[src/include/pe_params.svh]
`ifndef PE_PARAMS_SVH
`define PE_PARAMS_SVH

// ====================
// node identity
// ====================
// mesh address, x in bits 3:0 and y in bits 11:8
`define PE_NODE_ADDRESS 16'h0102

// ====================
// sizes
// ====================
`define PE_RAM_WORDS    1024
`define PE_RAM_AW       $clog2(`PE_RAM_WORDS)
`define PE_FIFO_DEPTH   8
// router local port input slots
`define PE_LINK_CREDITS 4

// ====================
// memory map
// ====================
`define PE_RAM_BASE     32'h4000_0000
`define PE_RAM_LAST     32'h5fff_ffff
`define PE_DMA_BASE     32'h2000_0000

`endif

[src/hw/pe_pkg.sv]
`default_nettype none

package pe_pkg;

  // ====================
  // base types
  // ====================
  typedef logic [31:0] word_t;
  typedef logic [31:0] flit_t;
  typedef logic [31:0] addr_t;
  // bit 1 is send done
  typedef logic [7:0]  irq_t;

  // ====================
  // bundles
  // ====================
  typedef struct packed {
    addr_t addr;
    word_t wdata;
    logic  we;
  } bus_req_t;

  typedef struct packed {
    logic  valid;
    flit_t data;
  } link_t;

  // send setup handed from decoder to engine
  typedef struct packed {
    logic [15:0] dest;
    addr_t       addr;
    logic [15:0] size;
  } dma_cfg_t;

  typedef enum logic [2:0] {
    IDLE,
    HEADER,
    SIZE,
    READ,
    DONE
  } send_state_t;

endpackage

`default_nettype wire

[src/hw/link_tx.sv]
`default_nettype none
`include "pe_params.svh"

module link_tx #(
  parameter int unsigned CREDITS = `PE_LINK_CREDITS
) (
  input  wire                         clock_i,
  input  wire                         reset_i,
  input  wire                         empty_i,
  input  wire  pe_pkg::flit_t         flit_i,
  output logic                        pop_o,
  input  wire                         credit_i,
  output pe_pkg::link_t               link_o
);

  localparam int unsigned CNT_W = $clog2(CREDITS + 1);

  // free slots in the router input buffer
  logic [CNT_W-1:0] credit_q;

  assign pop_o = !empty_i && (credit_q != '0);

  always_ff @(posedge clock_i) begin
    if (!reset_i) begin
      credit_q <= CNT_W'(CREDITS);
    end else begin
      case ({pop_o, credit_i})
        2'b10:   credit_q <= credit_q - 1'b1;
        2'b01:   credit_q <= credit_q + 1'b1;
        default: ;
      endcase
    end
  end

  // one valid cycle per popped flit
  always_ff @(posedge clock_i) begin
    if (!reset_i) begin
      link_o.valid <= 1'b0;
    end else begin
      link_o.valid <= pop_o;
    end
  end

  always_ff @(posedge clock_i) begin
    if (pop_o) begin
      link_o.data <= flit_i;
    end
  end

endmodule

`default_nettype wire

[config.mk]
export PLATFORM = sky130hd
export DESIGN_NAME = link_tx
export DESIGN_NICKNAME = d
export VERILOG_FILES = /design/src/hw/pe_pkg.sv /design/src/hw/link_tx.sv
export VERILOG_INCLUDE_DIRS = /design/src /design/src/include
export SDC_FILE = /design/constraint.sdc
export NUM_CORES = 1
export LEC_CHECK = 0
export BUFFER_PORTS_ARGS = -buffer_cell sky130_fd_sc_hd__buf_2
export CAP_MARGIN = 20
export CORE_ASPECT_RATIO = 1.75
export CORE_MARGIN = 1.5
export CORE_UTILIZATION = 37
export DETAILED_ROUTE_END_ITERATION = 7
export GPL_TIMING_DRIVEN = 0
export PLACE_DENSITY = 0.79
export SETUP_SLACK_MARGIN = 0.5
export SYNTH_ARGS = -nofsm -noshare
export SYNTH_HDL_FRONTEND = slang
export SYNTH_SLANG_ARGS = --single-unit
[constraint.sdc]
create_clock -name clock_i -period 3.3 [get_ports clock_i]
set_clock_uncertainty 0.05 [all_clocks]
set_input_delay 0.495 -clock clock_i [delete_from_list [all_inputs] [get_ports clock_i]]
set_output_delay 0.495 -clock clock_i [all_outputs]
set_load 0.05 [all_outputs]
# [Word level (Yosys, flattened, before mapping)]
# Cells that the tools add are included.
[word_totals] output_inout_bits=34 reg_bits=36 word_cells=12
[op_classes] muxes=1 eq_ne=2 n_addsub=2 reduce_logical=4
[op_table] op="$pmux 3 s2" n=1
[op_table] op="$add 3x1->3 const B" n=1
[op_table] op="$reduce_bool 3->1" n=1
[op_table] op="$sub 3x1->3 const B" n=1
[op_table] op="$eq 2x1->1 const B" n=1
[op_table] op="$eq 2x2->1 const B" n=1
[op_table] op="$reduce_bool 2->1" n=1
[op_table] op="$logic_and 1x1->1" n=1
[op_table] op="$logic_not 1->1" n=1

# [Logic depth before layout (Yosys ltp)]
[depth] word_depth=4 ltp_mapped=9 mapped_depth_nobuf=9

# [Worst setup path before layout]
# Ideal clock, no wire load.
[synth_path] kind="input to register" from="input port empty_i" to="register credit_q[1]" t_arrival_ns=3.576 n_path_buf=0 cell_stages=7 slack_ns=-0.442 cell_sequence="nor2_1 inv_1 ha_1 inv_1 fa_1 mux2i_1 nor2b_1"
[synth_between] elab_chain_len=4 word_cells_on_any_way=6 cone_classes="eq/ne (2); mux (1); reduce/logical (3)"
[synth_lines] element="from (decl)" line_no="link_tx.sv:9" source="input wire empty_i,"
[synth_lines] element="$logic_not 1->1 *" line_no="link_tx.sv:21" source="assign pop_o = !empty_i && (credit_q != '0);"
[synth_lines] element="$logic_and 1x1->1 *" line_no="link_tx.sv:21"
[synth_lines] element="$eq 2x1->1 or $eq 2x2->1 (tied branches)" line_no="link_tx.sv:27" source="case ({pop_o, credit_i})"
[synth_lines] element="$pmux 3 s2 or $reduce_bool 2->1 (tied branches)"
[synth_lines] element="to (signal assigned)" line_no="link_tx.sv:25" source="credit_q <= CNT_W'(CREDITS);"
[synth_lines] element="to (signal assigned)" line_no="link_tx.sv:28" source="2'b10: credit_q <= credit_q - 1'b1;"
[synth_lines] element="to (signal assigned)" line_no="link_tx.sv:29" source="2'b01: credit_q <= credit_q + 1'b1;"
[synth_lines] element="to (decl)" line_no="link_tx.sv:19" source="logic [CNT_W-1:0] credit_q;"
# Every way passes the cells marked *; elsewhere a longest branch is shown, timed or not.
# A chain may end at the register's enable or synchronous reset.

# [Worst setup path after layout]
[layout_path] from="register credit_q[0]" to="output port pop_o"
[layout_between] elab_chain_len=2
[layout_lines] element="$reduce_bool 3->1" line_no="link_tx.sv:21"
[layout_lines] element="$logic_and 1x1->1" line_no="link_tx.sv:21"
[layout_lines] element="to (decl)" line_no="link_tx.sv:11" source="output logic pop_o,"
# Every way passes these cells.

==> flow_summary_export.csv <==
group,metric,value,unit
power,p_leak,0.7215,nW
synth,synth_seq_cells,36,
place,place_congestion,0.6555,
timing,fmax,414.4,MHz
hold_path,hold_end,"link_o[2]$_DFFE_PP_",
synth,syn_area,0.001152,mm2
timing,finalCritPeriodShare,0.7313,
layout,final_nets,165,
synth,async_flop_share,0,
hold_path,hold_start,"flit_i[2]",
clock_tree,clk_path_buf_depth,2,
layout,n_antenna_cell,0,
setup_path,arrival,1.87,ns
synth,synth_top_area_frac,0.8339,
die,core_area,0.002928,mm2
global_routing,grt_usage,0.1435,
setup_path,crit_family,"simple AND/OR/NAND/NOR gates",
die,die_y,76.83,um
timing,maxSlewViolCount,0,
clock_tree,cts_setup_buffers,0,
synth,synth.largest_area_cell,"edfxtp_1",
setup_path,cp_max_fo,35,
hold_path,hold_depth,1,
layout,layout_commonest_cell,"buf_2",
setup_path,r2r-start,"credit_q[0]$_SDFFE_PN0P_",
setup_path,crit_path_start_kind,"flop",
setup_path,endpoint_kind,"output pin",
die,dieArea,0.003471,mm2
global_routing,grt_max_degree,36,
clock_tree,postCtsHoldBufs,0,
global_routing,grt_antenna_before_repair,0,
setup_path,slowest_stage,"nor2_4",
setup_path,ff2ff_path_depth,9,
die,rows,26,
power,p_clk_frac,0.274,
timing,slew_headroom,0.4114,
synth,synth_edf_count,32,
route,drtAntennaViolNets,0,
power,p_per_area,803.9,mW/mm2
synth,synth_cell_type_count,15,
setup_path,path_class,"reg2out",
global_routing,grt_pass1_vias,773,
clock_tree,cts_resized,0,
clock_tree,cts_root_buf,"clkbuf_8",
global_routing,gr-total-overflow,0,
route,wl_per_cell,14.39,um
route,first_pass_iters,4,
run,drv_cap,0,
hold_path,hold_class,"in2reg",
power,p_seq_frac,0.457,
synth,synth_ff_type,"edfxtp_1",
clock_tree,clkTransAtPathRegs,0.07,ns
layout,syn_to_final_growth,42.89,%
place,hpwl,1713,um
timing,fin_crit,2.413,ns
layout,final_cells,156,
timing,report.final.setup_viol,0,
setup_path,critPathRequiredTime,2.75,ns
synth,yosysSeqAreaShare,0.9034,
synth,netlist_top_cells_area,"edfxtp_1 83%, dfxtp_1 6.9%, fa_1 1.7%",
layout,final_cell_mix,"69 x buf_2, 32 x edfxtp_1, 5 x clkbuf_8",
layout,layout-drive-gt1-share,0.5938,
timing,grt_setup_unrepaired,"false",
route,drcViolationCount,0,
setup_path,slowest_delay,0.68,ns
timing,worst_slack,0.8866,ns
synth,syn_nets,89,
route,drt_iter0_drc,31,
route,vias_per_cell,4.737,
die,io_pins,70,
setup_path,critPathBufInv,1,
synth,syn-instance-count,51,
route,num_vias,739,
timing,max_slew.worst_pin.slew,0.8809,ns
synth,ys.warnings.count,0,
power,combPwrFrac,0.269,
power,peakVddDrop,576.2,uV
die,start_util,0.3936,
setup_path,r2r-end,"credit_q[2]$_SDFFE_PN1P_",
die,die-width,45.19,um
place,place_inst,148,
setup_path,path_cells,"nor3_1, nor2_4, buf_2",
place,port_buffers,69,
power,p_int,0.0008818,W
power,p_switching,0.0004419,W
clock_tree,h-tree-depth,2,
global_routing,grt_first_pass_wirelength,3401,um
layout,fin_util,0.5624,
synth,avgSynthCellArea,22.60,um2
timing,setup_tns,0,ns
setup_path,reg2reg_slack,0.89,ns
clock_tree,clock-sinks,36,
power,p_sw_frac,0.3338,
place,place_ws,0.7014,ns
timing,hold_viol,0,
clock_tree,cts_tree,"yes",
clock_tree,cts_buffers,5,
route,wl,2245,um
layout,fill_cells,246,
outcome,status,"finished, final reports clean",
clock_tree,clk_latency,0.28,ns
[how the worst max path moves through the flow]
stage / slack, ns / start / cells past startpoint / endpoint
after global routing: 0.66 / credit_q[0]$_SDFFE_PN0P_ / 9 / credit_q[2]$_SDFFE_PN1P_
after global placement: 0.86 / empty_i / 8 / credit_q[1]$_SDFFE_PN0P_
final: 0.89 / credit_q[0]$_SDFFE_PN0P_ / 3 / pop_o
after floorplan: 0.93 / empty_i / 7 / credit_q[1]$_SDFFE_PN0P_
after detailed placement: 0.70 / empty_i / 9 / credit_q[2]$_SDFFE_PN1P_
after CTS: 0.82 / credit_q[0]$_SDFFE_PN0P_ / 9 / credit_q[2]$_SDFFE_PN1P_
[cell usage after synthesis (2+ instances only)]
cell,count
edfxtp_1,32
dfxtp_1,4
and2_1,2
inv_1,2
[sequential cells by signal (all words and copies together), names as in the netlist]
name,count
credit_q,3
link_o,33
[power groups by stage]
stage                     registers, W  clock network [W]  logic [W]
final                         0.000605           0.000362   0.000356
after global routing          0.000613           0.000390   0.000379
after CTS                     0.000607           0.000373   0.000360
after detailed placement      0.000616                  0   0.000359
after global placement        0.000612                  0   0.000346
after floorplan               0.000803                  0  0.0000819
[through the flow]
stage | area (um2) | hold WS, ns | total power [W]
after floorplan | 1160 | 0.4263 | 0.0008850
after global placement | 1540 | 0.4380 | 0.0009585
after detailed placement | 1540 | 0.4716 | 0.0009750
after CTS | 1647 | 0.3260 | 0.001339
after global routing | 1647 | 0.3192 | 0.001381
final | 1647 | 0.3356 | 0.001324
[cell type report]
class	count	area, um2	share of cell area
Inverter	2	7.507	0.004559
Tap cell	28	35.03	0.02128
Sequential cell	36	1041	0.6322
Multi-Input combinational cell	13	111.4	0.06763
Timing Repair Buffer	69	345.3	0.2097
Clock buffer	5	68.82	0.04179
Clock inverter	3	37.54	0.02280
[kinds of logic after synthesis]
family / synth area share
xor+xnor: 0.01520
buf+inv: 0.006517
simple gates: 0.03365
fa+ha+maj: 0.02823
mux: 0.008687
flops: 0.9034
compound gates: 0.004339
[per-layer routing]
metal | track usage | wire (um) | vias up | share of wire
met1 | 0.1258 | 768 | 338 | 0.34
met2 | 0.2357 | 1141 | 53 | 0.51
li1 | - | - | 341 | -
met3 | 0.07294 | 266 | 7 | 0.12
met5 | 0 | 0 | - | 0
met4 | 0.09706 | 68 | 0 | 0.030
No activity file was read; power rests on OpenSTA's default activity.
