--- config.mk ---
export PLATFORM = sky130hd
export DESIGN_NAME = dma_send_engine
export DESIGN_NICKNAME = d
export VERILOG_FILES = /design/src/hw/pe_pkg.sv /design/src/hw/dma_send_engine.sv
export VERILOG_INCLUDE_DIRS = /design/src /design/src/include
export SDC_FILE = /design/constraint.sdc
export NUM_CORES = 1
export LEC_CHECK = 0
export BUFFER_PORTS_ARGS = -buffer_cell sky130_fd_sc_hd__buf_2
export CORE_MARGIN = 8
export CORE_UTILIZATION = 35
export DETAILED_ROUTE_END_ITERATION = 10
export HOLD_SLACK_MARGIN = 0.02
export SETUP_SLACK_MARGIN = 0.15
export SYNTH_ARGS = -nofsm -noshare
export SYNTH_HDL_FRONTEND = slang
export SYNTH_SLANG_ARGS = --single-unit
--- constraint.sdc ---
create_clock -name clock_i -period 2.65 [get_ports clock_i]
set_clock_uncertainty 0.15 [all_clocks]
set_input_delay 0.3975 -clock clock_i [delete_from_list [all_inputs] [get_ports clock_i]]
set_output_delay 0.3975 -clock clock_i [all_outputs]
set_load 0.1 [all_outputs]
--- src/include/pe_params.svh ---
`ifndef PE_PARAMS_SVH
`define PE_PARAMS_SVH

// ====================
// node identity
// ====================
// mesh address, x in bits 3:0 and y in bits 11:8
`define PE_NODE_ADDRESS 16'h0102

// ====================
// sizes
// ====================
`define PE_RAM_WORDS    1024
`define PE_RAM_AW       $clog2(`PE_RAM_WORDS)
`define PE_FIFO_DEPTH   8
// router local port input slots
`define PE_LINK_CREDITS 4

// ====================
// memory map
// ====================
`define PE_RAM_BASE     32'h4000_0000
`define PE_RAM_LAST     32'h5fff_ffff
`define PE_DMA_BASE     32'h2000_0000

`endif

--- src/hw/pe_pkg.sv ---
`default_nettype none

package pe_pkg;

  // ====================
  // base types
  // ====================
  typedef logic [31:0] word_t;
  typedef logic [31:0] flit_t;
  typedef logic [31:0] addr_t;
  // bit 1 is send done
  typedef logic [7:0]  irq_t;

  // ====================
  // bundles
  // ====================
  typedef struct packed {
    addr_t addr;
    word_t wdata;
    logic  we;
  } bus_req_t;

  typedef struct packed {
    logic  valid;
    flit_t data;
  } link_t;

  // send setup handed from decoder to engine
  typedef struct packed {
    logic [15:0] dest;
    addr_t       addr;
    logic [15:0] size;
  } dma_cfg_t;

  typedef enum logic [2:0] {
    IDLE,
    HEADER,
    SIZE,
    READ,
    DONE
  } send_state_t;

endpackage

`default_nettype wire

--- src/hw/dma_send_engine.sv ---
`default_nettype none
`include "pe_params.svh"

module dma_send_engine (
  input  wire                         clock_i,
  input  wire                         reset_i,
  input  wire  pe_pkg::dma_cfg_t      cfg_i,
  input  wire                         start_i,
  output logic                        busy_o,
  output logic                        done_o,
  // ram port b
  output logic [`PE_RAM_AW-1:0]       ram_addr_o,
  input  wire  pe_pkg::word_t         ram_rdata_i,
  // flit fifo
  output logic                        push_o,
  output pe_pkg::flit_t               flit_o,
  input  wire                         full_i
);

  pe_pkg::send_state_t  state_q;
  pe_pkg::send_state_t  state_d;
  logic [15:0]          dest_q;
  logic [15:0]          count_q;
  logic [15:0]          count_d;
  logic [`PE_RAM_AW-1:0] idx_q;
  logic [`PE_RAM_AW-1:0] idx_d;
  pe_pkg::addr_t        start_offset;

  assign start_offset = cfg_i.addr - `PE_RAM_BASE;

  always_comb begin
    state_d = state_q;
    count_d = count_q;
    idx_d   = idx_q;
    push_o  = 1'b0;
    flit_o  = ram_rdata_i;
    case (state_q)
      pe_pkg::IDLE: begin
        if (start_i) begin
          state_d = pe_pkg::HEADER;
          count_d = cfg_i.size;
          idx_d   = start_offset[`PE_RAM_AW+1:2];
        end
      end
      pe_pkg::HEADER: begin
        flit_o = {`PE_NODE_ADDRESS, dest_q};
        push_o = !full_i;
        if (!full_i) begin
          state_d = pe_pkg::SIZE;
        end
      end
      pe_pkg::SIZE: begin
        flit_o = {16'h0000, count_q};
        push_o = !full_i;
        if (!full_i) begin
          state_d = (count_q == 16'd0) ? pe_pkg::DONE : pe_pkg::READ;
        end
      end
      pe_pkg::READ: begin
        // ram output always holds the word at idx_q
        push_o = !full_i;
        if (!full_i) begin
          idx_d   = idx_q + 1'b1;
          count_d = count_q - 1'b1;
          if (count_q == 16'd1) begin
            state_d = pe_pkg::DONE;
          end
        end
      end
      pe_pkg::DONE: state_d = pe_pkg::IDLE;
      default:      state_d = pe_pkg::IDLE;
    endcase
  end

  // fetch the next word early so it is ready on the following cycle
  assign ram_addr_o = idx_d;

  always_ff @(posedge clock_i) begin
    if (!reset_i) begin
      state_q <= pe_pkg::IDLE;
      dest_q  <= '0;
      count_q <= '0;
      idx_q   <= '0;
    end else begin
      state_q <= state_d;
      count_q <= count_d;
      idx_q   <= idx_d;
      if (state_q == pe_pkg::IDLE && start_i) begin
        dest_q <= cfg_i.dest;
      end
    end
  end

  assign busy_o = (state_q != pe_pkg::IDLE);
  assign done_o = (state_q == pe_pkg::DONE);

endmodule

`default_nettype wire

# Yosys cells after proc, flatten, opt, wreduce, memory -nomap -nowiden
# Cells that the tools add are included.
[classes]
add_sub_neg = 3
n_eq_ne = 10
mux = 15
reduce_logical = 9
[op_table]
columns = ["cell", "n"]
rows = [
  ["$pmux 32 s2", 1],
  ["$mux 16", 2],
  ["$pmux 16 s2", 1],
  ["$mux 10", 2],
  ["$pmux 10 s2", 1],
  ["$mux 3", 6],
  ["$eq 16x1->1 const B", 1],
  ["$logic_not 16->1", 1],
  ["$sub 16x1->16 const B", 1],
  ["$pmux 3 s4", 1],
  ["$sub 12x1->12 const B", 1],
  ["$add 10x1->10 const B", 1],
  ["$ne 2x2->1 const B", 5],
  ["$eq 3x2->1 const B", 2],
  ["$reduce_and 5->1", 1],
  ["$eq 3x1->1 const B", 1],
  ["$eq 3x3->1 const B", 1],
  ["$logic_not 3->1", 1],
  ["$reduce_and 3->1", 1],
  ["$reduce_bool 3->1", 1],
  ["$reduce_or 3->1", 1],
  ["$reduce_bool 2->1", 1],
  ["$logic_and 1x1->1", 1],
  ["$logic_not 1->1", 1],
  ["$mux 1", 1],
]
[word_totals]
register_bits = 45
wordCells = 41

# Longest topological paths before layout
[logic_depth]
depth_word = 4
mapped_depth = 8
depth_no_buf = 7

# Worst setup path after synthesis
# Ideal clock, no wire load.
[synth_path]
path_type = "flip-flop to flip-flop"
from = "register state_q[2]"
to = "register idx_q[3]"
setup_ns = 0.079
arrival_time_ns = 4.747
t_required_ns = 2.421
setup_slack_ns = -2.325
path_stages_with_launch = 6
path_buffers = 2
period_less_slack_ns = 4.975
cell_sequence = "dfxtp_1 clkbuf_1 nand3b_1 buf_2 o311ai_0 and2_1"
[synth_between]
elab_chain_cells = 2
[synth_rtl]
columns = ["element", "line_no", "source"]
rows = [
  ["from (decl)", "dma_send_engine.sv:20", "pe_pkg::send_state_t state_q;"],
  ["from (signal assigned)", "dma_send_engine.sv:80", "state_q <= pe_pkg::IDLE;"],
  ["from (signal assigned)", "dma_send_engine.sv:85", "state_q <= state_d;"],
  ["$eq 3x2->1 / $logic_not 3->1 (equally long branches)", "dma_send_engine.sv:37", "case (state_q)"],
  ["$pmux 10 s2 *", "dma_send_engine.sv:37", ""],
  ["named net ram_addr_o[3]", "dma_send_engine.sv:12", "output logic [`PE_RAM_AW-1:0] ram_addr_o,"],
  ["to (signal assigned)", "dma_send_engine.sv:87", "idx_q <= idx_d;"],
  ["to (decl)", "dma_send_engine.sv:25", "logic [`PE_RAM_AW-1:0] idx_q;"],
]
# The timed path passes the listed nets; every way through them passes the cells marked *.
# A chain may end at the register's enable or synchronous reset.

# Worst setup path in the final report
[layout_path]
from = "register state_q[1]"
to = "output flit_o[22]"
[layout_between]
elab_chain_cells = 2
[layout_rtl]
columns = ["element", "line_no", "source"]
rows = [
  ["$eq 3x2->1 / $eq 3x1->1 (equally long branches)", "dma_send_engine.sv:37", ""],
  ["$pmux 32 s2 *", "dma_send_engine.sv:37", ""],
  ["to (decl)", "dma_send_engine.sv:16", "output pe_pkg::flit_t flit_o,"],
]
# Every way passes the cells marked *; elsewhere a longest branch is shown, timed or not.

==> flow_metrics.tcl <==
set metrics [dict create \
    stdcell_count 649 \
    post_route_cells_drive_above_1_share 0.410 \
    setup-tns-final_ps 0 \
    synth_seq_area_share 0.310 \
    final_period_minus_worst_setup_slack_ps 2460 \
    worst_path_largest_cell_delay_ps 370 \
    syn_nets 504 \
    final_core_util 0.612 \
    num_vias 3501 \
    crit_chain "buf_4 > buf_4 > nor3b_4 > buf_6 > nor2_2 > buf_6 > and2_1 > buf_12" \
    die_width_um 107 \
    dpl-instance-area_um2 4400 \
    endpoint_kind_of_the_worst_setup_timing_path "output pin" \
    cts_inserted_buffers 5 \
    final-max-slew-violation-count 0 \
    number_of_nets_still_failing_antenna_checks_after_routing 0 \
    drt_pass1_iterations 4 \
    asyncSetResetFlopFracSynth 0 \
    share_clk_of_total_power 0.082 \
    fp.dieH_um 107 \
    tritoncts "built" \
    number_of_antenna_violations_at_the_first_check_in_global_routing 0 \
    cp_data_arrival_time_ps 1910 \
    htree_num_levels 2 \
    drt_wirelength_um 11000 \
    detail_route.iter0.violations 202 \
    share_of_power_burned_in_combinational_logic 0.782 \
    synth_cell_types 64 \
    outcome "completed" \
    max_cap_viol_count 0 \
    first_global_vias 3293 \
    avgViaCountPerCell 5.39 \
    critPathSlowestCell "dfxtp_4" \
    layout.cell_area.non_filler_um2 4980 \
    cp_top_delay_family "buffers and inverters" \
    drcViolationCount 0 \
    initial_utilization 0.357 \
    io_buffer_count 122 \
    coreArea_um2 8130 \
    timing.final.crit_share 0.927 \
    filler_cell_count 693 \
    synth_top_cells_by_count "nand2_1 (99), dfxtp_1 (45), a21oi_1 (33), and2_1 (24)" \
    power.ir.vdd_worst_mv 0.679 \
    intPower_mw 3.48 \
    synth_top_cell_area_share 0.310 \
    clock-sinks 45 \
    hold_class "primary input to flip-flop" \
    grt_start_max_net_pins 34 \
    placed_cells 611 \
    cts.hold.buffers_added 0 \
    synthesis.area_per_instance_um2 7.25 \
    worst_slew_margin_rel 0.675 \
    area.growth.synth_to_final_pct 71.7 \
    finalNetCount 647 \
    multi_input_comb_area_um2 2040 \
    route.detailed.wl_per_inst_um 17.0 \
    yosys_warnings 0 \
    critPathLaunchType "flip-flop" \
    num_io_pins 145 \
    clkTransAtPathRegs_ps 90 \
    edff_count_synth 0 \
    number_of_buffers_between_clock_root_and_the_deepest_sink 2 \
    gr-total-overflow 0 \
    hold-worst-slack_ps 177 \
    worst-slew-pin-transition_ps 491 \
    grt_first_pass_wirelength_um 17000 \
    gpl.final_weighted_congestion 0.902 \
    cp.buffers_inverters 5 \
    max_freq_mhz 407 \
    yosys_register_bits 45 \
    setup-violations-final 0 \
    yosys.cell_count.top_type "nand2_1" \
    insertedDiodeCount 0 \
    timing.setup.critical_path_class "flip-flop to output pin" \
    final_hold_viol_count 0 \
    timing.critical_path.fanout_max 15 \
    die_area_um2 11500 \
    power_per_cell_area_nw_per_um2 1530 \
    root_buffer_selected_by_cts "clkbuf_8" \
    worst_skew_pair.late_latency_ps 300 \
    rsz_0062_raised_after_global_routing "true" \
    netlist_area_um2 2900 \
    dominantRegCellSynth "dfxtp_1" \
    seq_power_share 0.137 \
    static-leakage-power_nw 2.12 \
    register_area_um2 915 \
    grtUsageTotal 0.180 \
    synth_top_cell_by_area "dfxtp_1" \
    netSwitchingFraction 0.545 \
    netSwitchingPower_mw 4.17 \
    syn_inst 400 \
    yosys-top-cells-area "dfxtp_1 (31%), nand2_1 (13%), a22oi_1 (6.0%)" \
    required_ps 2100 \
    hpwlAfterDp_um 7580 \
    rows 33 \
]
[state kept, by name, indices dropped and copies added (netlist names)]
| register | flops |
|---|---|
| idx_q | 10 |
| state_q | 3 |
| dest_q | 16 |
| count_q | 16 |
[power by group through the flow]
stage | clock network (mW) | registers [mW] | logic, mW
2_1_floorplan | 0 | 0.969 | 3.68
3_3_place_gp | 0 | 1.02 | 5.38
3_5_place_dp | 0 | 1.03 | 5.43
4_1_cts | 0.625 | 1.03 | 5.75
5_1_grt | 0.660 | 1.07 | 6.23
6_report | 0.624 | 1.04 | 5.98
[layout make-up]
| class | count | area share |
|---|---|---|
| Inverter | 4 | 0.00301 |
| Multi-Input combinational cell | 320 | 0.410 |
| Clock buffer | 5 | 0.0138 |
| Tap cell | 105 | 0.0264 |
| Timing Repair Buffer | 167 | 0.350 |
| Sequential cell | 45 | 0.184 |
| Clock inverter | 3 | 0.0131 |
[through the flow]
stage	power [mW]	setup slack (ps)
after floorplan	4.65	-270
after global placement	6.40	7.92
after detailed placement	6.46	-25.5
after CTS	7.40	135
after global routing	7.96	120
final	7.65	193
[tightest hold or removal path: stages]
cell and delay [ps]:
buf_2 90, nand2_1 40, a21oi_1 50
[cell usage in the layout (no fill, tap or decap), types with 3 or more instances in the layout]
cell / n
o221ai_4: 4
o21ai_0: 15
dfxtp_1: 40
o31ai_1: 4
nor3b_2: 3
nand2_1: 88
nor3_1: 10
nor2_1: 13
buf_2: 80
nor3_2: 4
nand3_1: 10
buf_4: 33
dfxtp_4: 3
bufbuf_16: 3
clkbuf_8: 5
a31oi_1: 6
and2_1: 24
ha_1: 3
a21oi_1: 33
buf_6: 4
nand2_2: 11
a22oi_1: 23
inv_1: 3
nor2_2: 3
nor4_1: 3
or4_1: 4
buf_12: 45
[worst paths after layout]
kind / from / endpoint / slack (ps) / cells after the start
worst max register to register: state_q[1]$_SDFFE_PN0P_ / count_q[3]$_SDFFE_PN0P_ / 390 / 8
worst max-delay path: state_q[1]$_SDFFE_PN0P_ / flit_o[22] / 190 / 8
worst min-delay path: cfg_i[50] / dest_q[2]$_SDFFE_PN0P_ / 180 / 3
worst min register to register: dest_q[14]$_SDFFE_PN0P_ / dest_q[14]$_SDFFE_PN0P_ / 310 / 2
[what timing repair did]
item | 4_1_cts | 5_1_grt
pin swaps | 4 | 6
endpoints found under the setup margin | 42 | 42
buffers inserted | 13 | 11
resized for setup | 12 | 30
cloned | 3 | 3
[kinds of logic after synthesis]
| group | after synthesis | synth area share |
|---|---|---|
| AND/OR/NAND/NOR | 198 | 0.343 |
| flip-flops | 45 | 0.310 |
| XOR/XNOR | 4 | 0.0121 |
| AO/OA/AOI/OAI | 111 | 0.254 |
| multiplexers | 3 | 0.0108 |
| adder cells (fa/ha/maj) | 4 | 0.0172 |
| buffers and inverters | 35 | 0.0530 |
[layer usage]
| metal | up-vias | part of all wire | GRT usage |
|---|---|---|---|
| li1 | 1727 | - | - |
| met5 | - | 0 | 0 |
| met2 | 117 | 0.50 | 0.308 |
| met3 | 10 | 0.060 | 0.0360 |
| met4 | 0 | 0.013 | 0.0442 |
| met1 | 1647 | 0.42 | 0.223 |
No activity file was read; power rests on OpenSTA's default activity.
