File: src/include/pe_params.svh
`ifndef PE_PARAMS_SVH
`define PE_PARAMS_SVH

// ====================
// node identity
// ====================
// mesh address, x in bits 3:0 and y in bits 11:8
`define PE_NODE_ADDRESS 16'h0102

// ====================
// sizes
// ====================
`define PE_RAM_WORDS    1024
`define PE_RAM_AW       $clog2(`PE_RAM_WORDS)
`define PE_FIFO_DEPTH   8
// router local port input slots
`define PE_LINK_CREDITS 4

// ====================
// memory map
// ====================
`define PE_RAM_BASE     32'h4000_0000
`define PE_RAM_LAST     32'h5fff_ffff
`define PE_DMA_BASE     32'h2000_0000

`endif

File: src/hw/pe_pkg.sv
`default_nettype none

package pe_pkg;

  // ====================
  // base types
  // ====================
  typedef logic [31:0] word_t;
  typedef logic [31:0] flit_t;
  typedef logic [31:0] addr_t;
  // bit 1 is send done
  typedef logic [7:0]  irq_t;

  // ====================
  // bundles
  // ====================
  typedef struct packed {
    addr_t addr;
    word_t wdata;
    logic  we;
  } bus_req_t;

  typedef struct packed {
    logic  valid;
    flit_t data;
  } link_t;

  // send setup handed from decoder to engine
  typedef struct packed {
    logic [15:0] dest;
    addr_t       addr;
    logic [15:0] size;
  } dma_cfg_t;

  typedef enum logic [2:0] {
    IDLE,
    HEADER,
    SIZE,
    READ,
    DONE
  } send_state_t;

endpackage

`default_nettype wire

File: src/hw/pe_mmio_decoder.sv
`default_nettype none
`include "pe_params.svh"

module pe_mmio_decoder (
  input  wire                         clock_i,
  input  wire                         reset_i,
  input  wire  pe_pkg::bus_req_t      bus_i,
  output pe_pkg::word_t               bus_rdata_o,
  // ram port a
  output logic [`PE_RAM_AW-1:0]       ram_addr_o,
  output pe_pkg::word_t               ram_wdata_o,
  output logic                        ram_we_o,
  input  wire  pe_pkg::word_t         ram_rdata_i,
  // send engine
  output pe_pkg::dma_cfg_t            cfg_o,
  output logic                        start_o,
  input  wire                         busy_i,
  input  wire                         done_i,
  output pe_pkg::irq_t                irq_o
);

  localparam pe_pkg::addr_t DMA_NODE   = `PE_DMA_BASE + 32'h00;
  localparam pe_pkg::addr_t DMA_DEST   = `PE_DMA_BASE + 32'h04;
  localparam pe_pkg::addr_t DMA_ADDR   = `PE_DMA_BASE + 32'h08;
  localparam pe_pkg::addr_t DMA_SIZE   = `PE_DMA_BASE + 32'h0c;
  localparam pe_pkg::addr_t DMA_CMD    = `PE_DMA_BASE + 32'h10;
  localparam pe_pkg::addr_t DMA_STATUS = `PE_DMA_BASE + 32'h14;

  // the dma block sees words in the opposite byte order
  function automatic pe_pkg::word_t byte_swap(input pe_pkg::word_t data);
    return {data[7:0], data[15:8], data[23:16], data[31:24]};
  endfunction

  function automatic logic in_ram(input pe_pkg::addr_t addr);
    return (addr >= `PE_RAM_BASE) && (addr <= `PE_RAM_LAST);
  endfunction

  pe_pkg::addr_t wr_addr;
  pe_pkg::addr_t ram_offset;
  pe_pkg::word_t wr_value;
  pe_pkg::addr_t dly_addr_q;

  pe_pkg::word_t dest_q;
  pe_pkg::word_t send_addr_q;
  pe_pkg::word_t size_q;
  pe_pkg::word_t cmd_q;

  // ====================
  // write side
  // ====================
  assign wr_addr    = {bus_i.addr[31:2], 2'b00};
  assign wr_value   = byte_swap(bus_i.wdata);
  assign ram_offset = bus_i.addr - `PE_RAM_BASE;

  // word index wraps inside the ram depth
  assign ram_addr_o  = ram_offset[`PE_RAM_AW+1:2];
  assign ram_wdata_o = bus_i.wdata;
  assign ram_we_o    = bus_i.we && in_ram(bus_i.addr);

  always_ff @(posedge clock_i) begin
    if (!reset_i) begin
      dest_q      <= '0;
      send_addr_q <= '0;
      size_q      <= '0;
      cmd_q       <= '0;
      start_o     <= 1'b0;
    end else begin
      start_o <= 1'b0;
      if (bus_i.we) begin
        case (wr_addr)
          DMA_DEST: dest_q      <= wr_value;
          DMA_ADDR: send_addr_q <= wr_value;
          DMA_SIZE: size_q      <= wr_value;
          DMA_CMD: begin
            cmd_q <= wr_value;
            // ignored while a send runs or one is about to start
            start_o <= wr_value[0] && !busy_i && !start_o;
          end
          default: ;
        endcase
      end
    end
  end

  assign cfg_o.dest = dest_q[15:0];
  assign cfg_o.addr = send_addr_q;
  assign cfg_o.size = size_q[15:0];

  // ====================
  // read side
  // ====================
  // data comes back one cycle after the address
  always_ff @(posedge clock_i) begin
    if (!reset_i) begin
      dly_addr_q <= '0;
    end else begin
      dly_addr_q <= {bus_i.addr[31:2], 2'b00};
    end
  end

  always_comb begin
    if (in_ram(dly_addr_q)) begin
      bus_rdata_o = ram_rdata_i;
    end else begin
      case (dly_addr_q)
        DMA_NODE:   bus_rdata_o = byte_swap({16'h0000, `PE_NODE_ADDRESS});
        DMA_DEST:   bus_rdata_o = byte_swap(dest_q);
        DMA_ADDR:   bus_rdata_o = byte_swap(send_addr_q);
        DMA_SIZE:   bus_rdata_o = byte_swap(size_q);
        DMA_CMD:    bus_rdata_o = byte_swap(cmd_q);
        DMA_STATUS: bus_rdata_o = byte_swap({31'h0, busy_i});
        // unmapped space
        default:    bus_rdata_o = '0;
      endcase
    end
  end

  // ====================
  // interrupts
  // ====================
  always_ff @(posedge clock_i) begin
    if (!reset_i) begin
      irq_o <= '0;
    end else begin
      irq_o <= {6'b000000, done_i, 1'b0};
    end
  end

endmodule

`default_nettype wire

File: config.mk
export PLATFORM = sky130hd
export DESIGN_NAME = pe_mmio_decoder
export DESIGN_NICKNAME = d
export VERILOG_FILES = /design/src/hw/pe_pkg.sv /design/src/hw/pe_mmio_decoder.sv
export VERILOG_INCLUDE_DIRS = /design/src /design/src/include
export SDC_FILE = /design/constraint.sdc
export NUM_CORES = 1
export LEC_CHECK = 0
export BUFFER_PORTS_ARGS = -buffer_cell sky130_fd_sc_hd__buf_2
export CAP_MARGIN = 20
export CORE_ASPECT_RATIO = 0.9
export CORE_MARGIN = 5
export CORE_UTILIZATION = 42
export CTS_BUF_LIST = sky130_fd_sc_hd__clkbuf_2
export DETAILED_ROUTE_END_ITERATION = 10
export PLACE_DENSITY = 0.69
export RECOVER_POWER = 50
export SYNTH_ARGS = -nofsm -noshare
export SYNTH_HDL_FRONTEND = slang
export SYNTH_SLANG_ARGS = --single-unit
File: constraint.sdc
create_clock -name clock_i -period 1.8 [get_ports clock_i]
set_input_delay 0.18 -clock clock_i [delete_from_list [all_inputs] [get_ports clock_i]]
set_output_delay 0.18 -clock clock_i [all_outputs]
set_load 0.02 [all_outputs]
[Word level (Yosys, flattened, before mapping)]
Cells that the tools add are included.
W data, S select, Z words.
Operators by class
  reduce and logical (&&, ||, !) cells: 12
  add/sub/neg operators: 1
  eq/ne operators: 10
  multiplexer cells: 2
  magnitude comparators: 4
Operator list (count)
  $eq A32 B30 Y1 const B: 6
  $pmux W32 S6: 1
  $eq A30 B28 Y1 const B: 4
  $ge A32 B31 Y1 const B: 2
  $le A32 B31 Y1 const B: 2
  $mux W32: 1
  $sub A12 B1 Y12 const B: 1
  $reduce_and A2 Y1: 4
  $logic_and A1 B1 Y1: 5
  $reduce_and A3 Y1: 1
  $logic_not A1 Y1: 2
Storage, ports and cells
  input bits: 101
  output and inout port bits: 148
  flip-flop bits (word level): 169
  logic and storage cells: 38

[Longest topological paths before layout]
Gate-level depths: netlist of the first run.
  word-level depth: 3
  mapped depth: 7
  gate-level depth less buffers: 4

[Worst setup path after synthesis of the first run]
Ideal clock, no wire load.
  kind: register to output
  start: register dly_addr_q[17]
  end: output port bus_rdata_o[24]
  stages on the path, launching flop included: 5
  data arrival time: 1.920 ns
  slack: -0.300 ns
  path buffers: 0
  data required time: 1.620 ns
  path through: dfxtp_1 -> or4_1 -> nor3_1 -> nand4_1 -> o41ai_1
On the way
  cells in the longest elaborated chain, start to end: 3
  elaborated cells between the ends (all ways): 11
  classes of those cells: order compare (2); eq/ne (6); mux (2); reduce/logical (1)
RTL lines
  from (decl): RTL line pe_mmio_decoder.sv:41  | pe_pkg::addr_t dly_addr_q;
  from (signal assigned): RTL line pe_mmio_decoder.sv:97  | dly_addr_q <= {bus_i.addr[31:2], 2'b00};
  $ge A32 B31 Y1 (no line), or another cell as far along
  $logic_and A1 B1 Y1 or $pmux W32 S6 (tied branches): RTL line pe_mmio_decoder.sv:35, pe_mmio_decoder.sv:105
  $mux W32 *: RTL line pe_mmio_decoder.sv:102  | if (in_ram(dly_addr_q)) begin
  to (decl): RTL line pe_mmio_decoder.sv:8  | output pe_pkg::word_t bus_rdata_o,
Mark *: on every way between the ends. The rest lies on a longest branch, timed or not.

[Worst setup path in the final report of the first run]
  start: register dly_addr_q[17]
  end: output port bus_rdata_o[18]
Same word-level chain as after synthesis.

==> results of run 1 <==
-- how the worst max path moves through the flow --
stage | from | end | slack (ns) | cells past startpoint
5_1_grt | dly_addr_q[17] | bus_rdata_o[26] | -1.14 | 8
3_3_place_gp | dly_addr_q[17] | bus_rdata_o[22] | -0.30 | 7
4_1_cts | dly_addr_q[17] | bus_rdata_o[21] | -0.96 | 8
6_report | dly_addr_q[17] | bus_rdata_o[18] | -0.94 | 8
2_1_floorplan | dly_addr_q[17] | bus_rdata_o[24] | -0.06 | 4
3_5_place_dp | dly_addr_q[17] | bus_rdata_o[21] | -0.28 | 7
-- timing repair --
action                                  in CTS  in global routing
hold buffers                                67                  0
pin swaps                                    2                  6
buffers inserted                             2                  2
endpoints found under the setup margin      32                 33
hold endpoints to repair                   160                  0
resized for setup                           54                 26
-- cells in the mapped netlist (2+ instances only) --
| cell type | n | area, sq um |
|---|---|---|
| sky130_fd_sc_hd__nand4_1 | 3 | 18.8 |
| sky130_fd_sc_hd__o21ai_0 | 2 | 10.0 |
| sky130_fd_sc_hd__o21ai_1 | 30 | 150 |
| sky130_fd_sc_hd__nor4_1 | 7 | 43.8 |
| sky130_fd_sc_hd__buf_6 | 6 | 67.6 |
| sky130_fd_sc_hd__nor2b_1 | 4 | 25.0 |
| sky130_fd_sc_hd__a22o_1 | 29 | 254 |
| sky130_fd_sc_hd__a222oi_1 | 29 | 290 |
| sky130_fd_sc_hd__mux2i_1 | 130 | 1300 |
| sky130_fd_sc_hd__nor3_2 | 2 | 20.0 |
| sky130_fd_sc_hd__and3_1 | 2 | 12.5 |
| sky130_fd_sc_hd__nand2_1 | 194 | 728 |
| sky130_fd_sc_hd__and2_1 | 32 | 200 |
| sky130_fd_sc_hd__nor2_1 | 3 | 11.3 |
| sky130_fd_sc_hd__buf_2 | 3 | 15.0 |
| sky130_fd_sc_hd__dfxtp_1 | 160 | 3200 |
| sky130_fd_sc_hd__nor4_4 | 4 | 85.1 |
| sky130_fd_sc_hd__clkbuf_1 | 40 | 150 |
| sky130_fd_sc_hd__buf_4 | 87 | 653 |
| sky130_fd_sc_hd__nor4b_1 | 3 | 26.3 |
-- per-layer routing --
| metal | share of wire | vias to the layer above | track usage |
|---|---|---|---|
| met4 | 0.016 | 0 | 0.0544 |
| li1 | - | 3181 | - |
| met5 | 0 | - | 0 |
| met2 | 0.51 | 228 | 0.377 |
| met3 | 0.064 | 29 | 0.0503 |
| met1 | 0.41 | 3083 | 0.245 |
-- per-stage QoR --
| stage | area, sq um | setup TNS, ns |
|---|---|---|
| detailed placement | 8710 | -15.69 |
| floorplan | 7450 | -1.75 |
| CTS | 9810 | -29.38 |
| global placement | 8710 | -17.36 |
| finish | 9850 | -35.48 |
| global route | 9850 | -47.34 |
-- critical path, stage by stage (launching register included) --
cell,delay (ns)
sky130_fd_sc_hd__dfxtp_2,0.37
sky130_fd_sc_hd__or4_4,0.54
sky130_fd_sc_hd__nor3_4,0.12
sky130_fd_sc_hd__nand4_1,0.11
sky130_fd_sc_hd__buf_6,0.16
sky130_fd_sc_hd__buf_6,0.12
sky130_fd_sc_hd__buf_12,0.14
sky130_fd_sc_hd__o21ai_4,0.16
sky130_fd_sc_hd__buf_6,0.14
-- state kept, by name, summed over array words and instances (netlist names) --
register     cells
cmd_q           32
dest_q          32
send_addr_q     32
size_q          32
dly_addr_q      30
irq_o            1
start_o          1
-- cells by family after synthesis --
| group | Yosys count |
|---|---|
| and+or+nand+nor | 263 |
| DFF | 160 |
| buffers and inverters | 138 |
| muxes | 131 |
| AOI/OAI and AO/OA | 96 |
| other | 1 |
-- power groups by stage --
stage          logic, mW  registers (mW)  clock network (mW)
3_3_place_gp       0.686            3.67                   0
2_1_floorplan      0.415            3.67                   0
4_1_cts            0.823            3.61                2.06
6_report           0.825            3.61                2.01
5_1_grt            0.884            3.62                2.22
3_5_place_dp       0.689            3.67                   0
-- cell type report --
class                   count  area, sq um
diodes                      1         2.50
clock buffers              17         85.1
clock inverters            15          161
fillers                  1550         7640
inverters                   1         3.75
multi-input cells         497         3530
flip-flops and latches    160         3210
well taps                 240          300
repair buffers            365         2560
==> flow_results.org, run 1 <==
** Synthesis
- Unique masters post-synth :: 39
- For this run, the leading register cell type out of synthesis is sky130_fd_sc_hd__dfxtp_1.
- Number of synthesized register bits :: 160
- Counting every instance in the synthesized netlist gives a little under 800.
- Post-Synth Simple-Gate Area :: 0.169
- Share of synthesized area spent on multiplexers :: 0.177
- Syn_area_per_cell :: ~9.4 sq um
- Post-synth EDFFs :: 0
- By area, the combinational part of the netlist is dominated by multiplexers.
- Proportion of register bits with asynchronous set or reset after synthesis :: 0
- Mapped cell area :: around 0.0074 sq mm
- Area share of xor/xnor cells in the synthesized design :: 0
- The share of the synthesized area in compound gates (AO/OA/AOI/OAI) came to 0.102.
- Adder-Cell Fraction of Synth Area :: 0
- Number of synthesis warnings :: 0
- Of the synthesized area, sequential elements account for 0.432.

** Finish
- Final Core Density :: 0.563
- Net count of the finished layout :: approximately 1100
- Most common cell after layout, fill and taps aside :: sky130_fd_sc_hd__nand2_1
- Once layout is complete, the cells apart from fillers number between 1000 and 1500.
- The area growth from synthesis to layout is 32.8%.
- Top library cells by usage in the layout, fill and taps aside :: sky130_fd_sc_hd__nand2_1, sky130_fd_sc_hd__buf_2, sky130_fd_sc_hd__dfxtp_1
- Layout cell share with drive strength beyond 1 :: 0.311

** Floorplan
- Core Area :: 0.0175 sq mm
- Initial standard-cell utilization of the core :: 0.424
- Vertical die dimension :: between 100 and 150 microns
- The die covers between 0.02 and 0.025 sq mm.
- In this run the core area contains 46 standard-cell rows.
- Number of I/O pins :: ~250
- The die is 150 microns wide.

** STA
- Headroom to the max-slew limit came out at 0.165.
- Setup violations remaining at the end of the flow were counted as between 90 and 100.
- Timing would allow up to between 300 and 400 MHz.
- Once routing completed, OpenROAD measured the worst setup slack at -0.936 ns.
- Final Critical Period :: 2.74 ns
- Setup repair after global routing could not meet its margin everywhere.
- The number of hold-slack violations in the final timing report came to 0.
- Tightest hold margin :: about 0.14 ns
- Final worst clock skew :: 0 ns
- Period utilisation layout :: 1.52
- Pins over their slew limit :: 0
- At the pin with the least slew margin, the transition time is approximately 1.3 ns.

** Global routing
- Entering global routing, the biggest net connects between 60 and 70 pins.
- The via count of the first global-routing pass is roughly 6600.
- Summed over all layers, the global routing overflow is 0.
- Wire length of the first global-routing pass :: approximately 34 mm
- Total routing resource utilization after global routing :: 0.208
- The initial antenna violation count is 1.

** Place
- The congestion estimate from routability-driven global placement came to 0.806.
- Including well taps, the total number of placed cells is roughly 1200.
- DPL Wire Length :: about 14 mm
- Timing analysis after detailed placement gives a worst setup slack of -0.283 ns.
- Port buffering added roughly 240 buffers.

** Route
- Detail-routed net length per standard cell :: 16.9 microns
- The first routing iteration left around 380 violations.
- After detailed routing, the number of vias per cell comes to around 5.
- Number of remaining DRC errors :: 0
- Number of search-and-repair iterations in the first detailed-routing pass :: 6
- Routed wire length :: 21.9 mm
- The detailed router placed 6521 vias in this run.
- Post-route ant nets :: 0

** Clocking
- Cell at the root of the clock tree :: sky130_fd_sc_hd__clkbuf_2
- The longest clock path from root to sink contains 2 buffers.
- H-tree depth :: 4
- TritonCTS created 17 clock buffers.
- The tree built by TritonCTS fans out to between 150 and 200 sinks.
- After clock tree synthesis, the clock-pin slew on the worst setup and hold paths is 0.25 ns.
- TritonCTS built the clock tree.
- For the worst-skew pair, the clock arrives at the later sink with an insertion delay of 0.72 ns.

** Flow run
- Max_cap viols :: 0

** Power
- Combinational power share :: 0.128
- Switching pwr :: between 1.5 and 2 mW
- Of the total power, the share spent switching nets is 0.286.
- Sequential cell fraction of total power :: 0.560
- In this run the static leakage power is 3.98 nW.
- VDD sags by at most 502 uV.
- Total chip power :: about 6.4 mW
- Cell internal power was estimated by the tool at about 4.6 mW.
- Clk network pwr share :: 0.312
- Power density of the placed cells :: between 600 and 700 mW/mm^2

** Setup path
- Sort of element at the start of the critical path :: register
- Critical path type :: register to output port
- Along the worst path, the maximum fanout reaches 9.
- Arrival @ worst endpoint :: ~2.6 ns
- Required time worst endpoint :: between 1.5 and 2 ns
- Capturing point of the worst reg2reg path :: start_o
- Crit end category :: output port
- The startpoint identified for the worst register-to-register timing path is start_o.
- Counting cells, the worst reg-to-reg path comes to 2.
- Register-to-register path setup slack :: approximately 0.56 ns

** Min path
- Launch instance of the worst min-delay path :: bus_i[52]
- Worst Hold Endpoint :: size_q[0]
- The worst hold path passes through 6 cells.
- Hold/Removal Path Class :: input pin to register

** Outcome
- The final reports fail on setup timing.
- Outcome :: finished, violations left
Note: power is estimated with default switching activity, not from simulation.
==> run 2, diff against run 1 <==
--- a/config.mk
+++ b/config.mk
@@ -13,8 +13,9 @@
 export CORE_UTILIZATION = 42
 export CTS_BUF_LIST = sky130_fd_sc_hd__clkbuf_2
 export DETAILED_ROUTE_END_ITERATION = 10
-export PLACE_DENSITY = 0.69
+export PLACE_DENSITY = 0.71
 export RECOVER_POWER = 50
+export REMOVE_ABC_BUFFERS = 1
 export SYNTH_ARGS = -nofsm -noshare
 export SYNTH_HDL_FRONTEND = slang
 export SYNTH_SLANG_ARGS = --single-unit
==> constraint.sdc (replaced) <==
create_clock -name clock_i -period 2.5 [get_ports clock_i]
set_input_delay 0.25 -clock clock_i [delete_from_list [all_inputs] [get_ports clock_i]]
set_output_delay 0.25 -clock clock_i [all_outputs]
set_load 0.02 [all_outputs]
==> run 2 against run 1 <==
The flow still finishes with violations (setup timing). Sequential cell count unchanged. Setup slack gained 0.58 ns. First-iteration DRC count up 33%.
==> flow_results.org, run 2 (synthesis results as in run 1) <==
** Power
- The cell area power density was 512 mW/mm^2 (-22%).
- The sum of internal, switching and leakage power came to 5.01 mW (-22%).
- Pleak :: 3.75 nW (-5.7%)
- Maximum vdd ir drop :: 378 uV (-25%)

** STA
- Summed negative setup slack over all endpoints :: -9.26 ns (+26.22 ns)
- Max-slew headroom at the worst pin :: 0.0969 (-0.0678)
- Setup repair after global routing could not meet its margin everywhere.
- The transition at the pin with the smallest max-transition slack came to 1.35 ns (+0.102 ns).
- Static timing analysis puts the maximum clock frequency at around 350 MHz.
- Final worst clock skew :: 0 ns (unchanged)
- Pins over their slew limit :: 0 (unchanged)
- Final setup violation count :: 32 (-66%)
- The worst setup margin is -0.359 ns (+0.577 ns).
- In the finished design, the share of the clock period the worst path needs comes to 1.14.
- For the finished layout, the period the worst path requires is ~2.9 ns.
- The number of hold-slack violations in the final timing report came to 0 (unchanged).

** Place
- Number of buffer cells added on primary ports :: 239 (unchanged)
- Last weighted congestion value of the routability-driven placer :: 0.818 (+1.4%)
- DPL Wire Length :: 14.2 mm (-2.3%)
- The instance area after placement was 0.00838 sq mm (-3.8%).

** Finish
- Net count of the finished layout :: 1133 (-0.87%)
- Most common cell after layout, fill and taps aside :: sky130_fd_sc_hd__nand2_1
- Layout cell share with drive strength beyond 1 :: 0.269 (-0.0420)
- The number of inserted filler cells in the final layout was 1559 (+0.58%).
- Post-route design area :: 0.00979 sq mm (-0.64%)
- Top library cells by usage in the layout, fill and taps aside :: sky130_fd_sc_hd__nand2_1, sky130_fd_sc_hd__dfxtp_1, sky130_fd_sc_hd__mux2i_1
- Area growth syn-to-layout :: 31.9%
- Final Core Density :: 0.559 (-0.00357)

** Floorplan
- The initial cell density of the core is 0.424 (unchanged).
- The core area is 0.0175 sq mm (unchanged).
- Number of I/O pins :: 249 (unchanged)
- The die span in y was 136 microns (unchanged).
- Chip Width :: 150 microns (unchanged)
- The total die area is 0.0204 sq mm (unchanged).
- The total number of placement rows is 46 (unchanged).

** Setup path
- The critical path is of the register to output port type.
- The data arrival time at the worst-slack endpoint is 2.61 ns (+0.05 ns).
- The minimum setup slack among reg-to-reg paths was 1.28 ns (+0.72 ns).
- The count of buffering cells on the critical path with inverters included is 3 (-1).
- The worst setup path is captured at an output port.
- The data required time at the worst endpoint is 2.25 ns (+0.63 ns).
- Start point of the critical path :: dly_addr_q[17]
- In this run the critical register-to-register path is launched from start_o.
- In this run the critical register-to-register path is captured at start_o.
- Among the stages of the critical path, the cell type that occurs most often is sky130_fd_sc_hd__buf_6.
- The slowest stage of the critical path is the sky130_fd_sc_hd__or4_4 cell.
- The number of cells traversed by the worst register-to-register path came to 2 (unchanged).
- The signal on the critical path passes through or4_4 > nor3_4 > nand4_1 > buf_6 > buf_12 > o21ai_2 > buf_6.
- Maximum cell stage delay along the critical path :: 0.54 ns (about the same)
- Cell family contributing the most delay on the critical path :: simple AND/OR/NAND/NOR gates
- Critical Path Fanout Max :: 19 (+10)
- STA classifies the critical path startpoint as a register.

** Route
- Max Used Layer :: met4
- The violation count after the first detailed-routing iteration was 510 (+33%).
- Met2 wire len :: 11.0 mm (-0.59%)
- Post-route ant nets :: 0 (unchanged)
- The number of search-and-repair iterations in the first detailed-routing pass was 8 (+2).
- Routed wire length :: 23.1 mm (+5.3%)
- The total met3 wirelength after detailed routing came to 1.45 mm (+3.2%).
- The overall via count from detail_route came to 6618 (+1.5%).
- The via density per instance came to 5.15 (+2.3%).
- Detail-routed net length per standard cell :: 18.0 microns (+6.2%)
- Wl on met1 :: 10.1 mm (+11%)
- Number of remaining DRC errors :: 0 (unchanged)

** Global routing
- The overall track demand over capacity in global routing was 0.219 (+0.0115).
- The largest net degree at the start of global routing came to 59 (-7.8%).
- The via count of the first global-routing pass came to 6442 (-1.7%).
- The initial antenna violation count is 1 (unchanged).
- The wire length of the first global-routing pass was 34.9 mm (+3.9%).
- Total congestion overflow :: 0 (unchanged)

** Min path
- Number of cells on the worst hold path :: 3 (-3)
- Worst Hold Endpoint :: dly_addr_q[22]
- In this run the most critical hold path is launched from bus_i[55].
- The path class of the tightest hold or removal check is input pin to register.

** Outcome
- The run finished, with violations left.
- Violations in the final reports :: setup timing

** Clocking
- Clock insertion delay at the later pin of the skew report :: 0.71 ns (about the same)
- Cell at the root of the clock tree :: sky130_fd_sc_hd__clkbuf_2
- The number of buffers on the longest clock path was 2 (unchanged).
- Number of CTS-inserted buffers :: 17 (unchanged)
- The number of clock sinks is 160 (unchanged).
- TritonCTS built the clock tree.
- Clock Pin Slew Worst Setup and Hold Paths :: 0.23 ns (-0.02 ns)
- The CTS H-tree depth was 4 (unchanged).

** Flow run
- Max_cap viols :: 0 (unchanged)
-- run 2: cell types whose count changed in the layout (fill, tap and decap cells not counted), moves of 4 or more --
cell,before,now
sky130_fd_sc_hd__and2_0,5,17
sky130_fd_sc_hd__buf_4,56,38
sky130_fd_sc_hd__bufinv_16,2,6
sky130_fd_sc_hd__clkbuf_1,43,84
sky130_fd_sc_hd__buf_12,14,9
sky130_fd_sc_hd__buf_6,17,25
sky130_fd_sc_hd__and2_1,27,14
sky130_fd_sc_hd__buf_2,165,126
-- run 2: how the worst max path moves through the flow --
stage | cells past startpoint | endpoint
after global placement | 5 | bus_rdata_o[24]
after CTS | 7 | bus_rdata_o[6]
after detailed placement | 6 | bus_rdata_o[27]
final | 7 | bus_rdata_o[30]
after floorplan | 4 | bus_rdata_o[31]
after global routing | 7 | bus_rdata_o[30]
-- run 2: what timing repair did --
item                                    4_1_cts  5_1_grt
pin swaps                                    20        7
hold buffers                                 66        0
buffers inserted                             10       10
cloned                                        3        0
gates resized for setup                      83       36
endpoints found under the setup margin       32       32
endpoints found under the hold margin       160        0
-- run 2: stage by stage --
stage	cells	setup WS, ns	hold WS (ns)
2_1_floorplan	658	-0.538	0.327
3_3_place_gp	1165	0.184	0.408
3_5_place_dp	1165	0.191	0.416
4_1_cts	1276	-0.352	0.205
5_1_grt	1286	-0.551	0.146
6_report	1286	-0.359	0.264
-- run 2: layer usage --
layer  up-vias  track usage
met2       249        0.372
met4         0       0.0630
met5         -            0
li1       3154            -
met3        43       0.0463
met1      3172        0.282
-- run 2: layout make-up --
cell class	count	area, sq um	share of cell area
diodes	1	2.50	0.000256
repair buffers	354	2410	0.247
clock buffers	17	85.1	0.00869
multi-input cells	498	3530	0.360
flip-flops and latches	160	3220	0.329
inverters	1	3.75	0.000383
well taps	240	300	0.0307
clock inverters	15	240	0.0245
-- run 2: power breakdown --
| group | switching, mW | total (mW) | internal, mW |
|---|---|---|---|
| registers | 0.0141 | 2.60 | 2.58 |
| logic | 0.351 | 0.616 | 0.264 |
| clock network | 0.942 | 1.80 | 0.854 |
| total | 1.31 | 5.01 | 3.70 |
-- run 2: worst reg2reg max path: cells and delay by family (launching register included) --
family                 cells  cell delay [ns]
buffers and inverters      1             0.58
flip-flops                 1             0.36
AND/OR/NAND/NOR            1             0.25
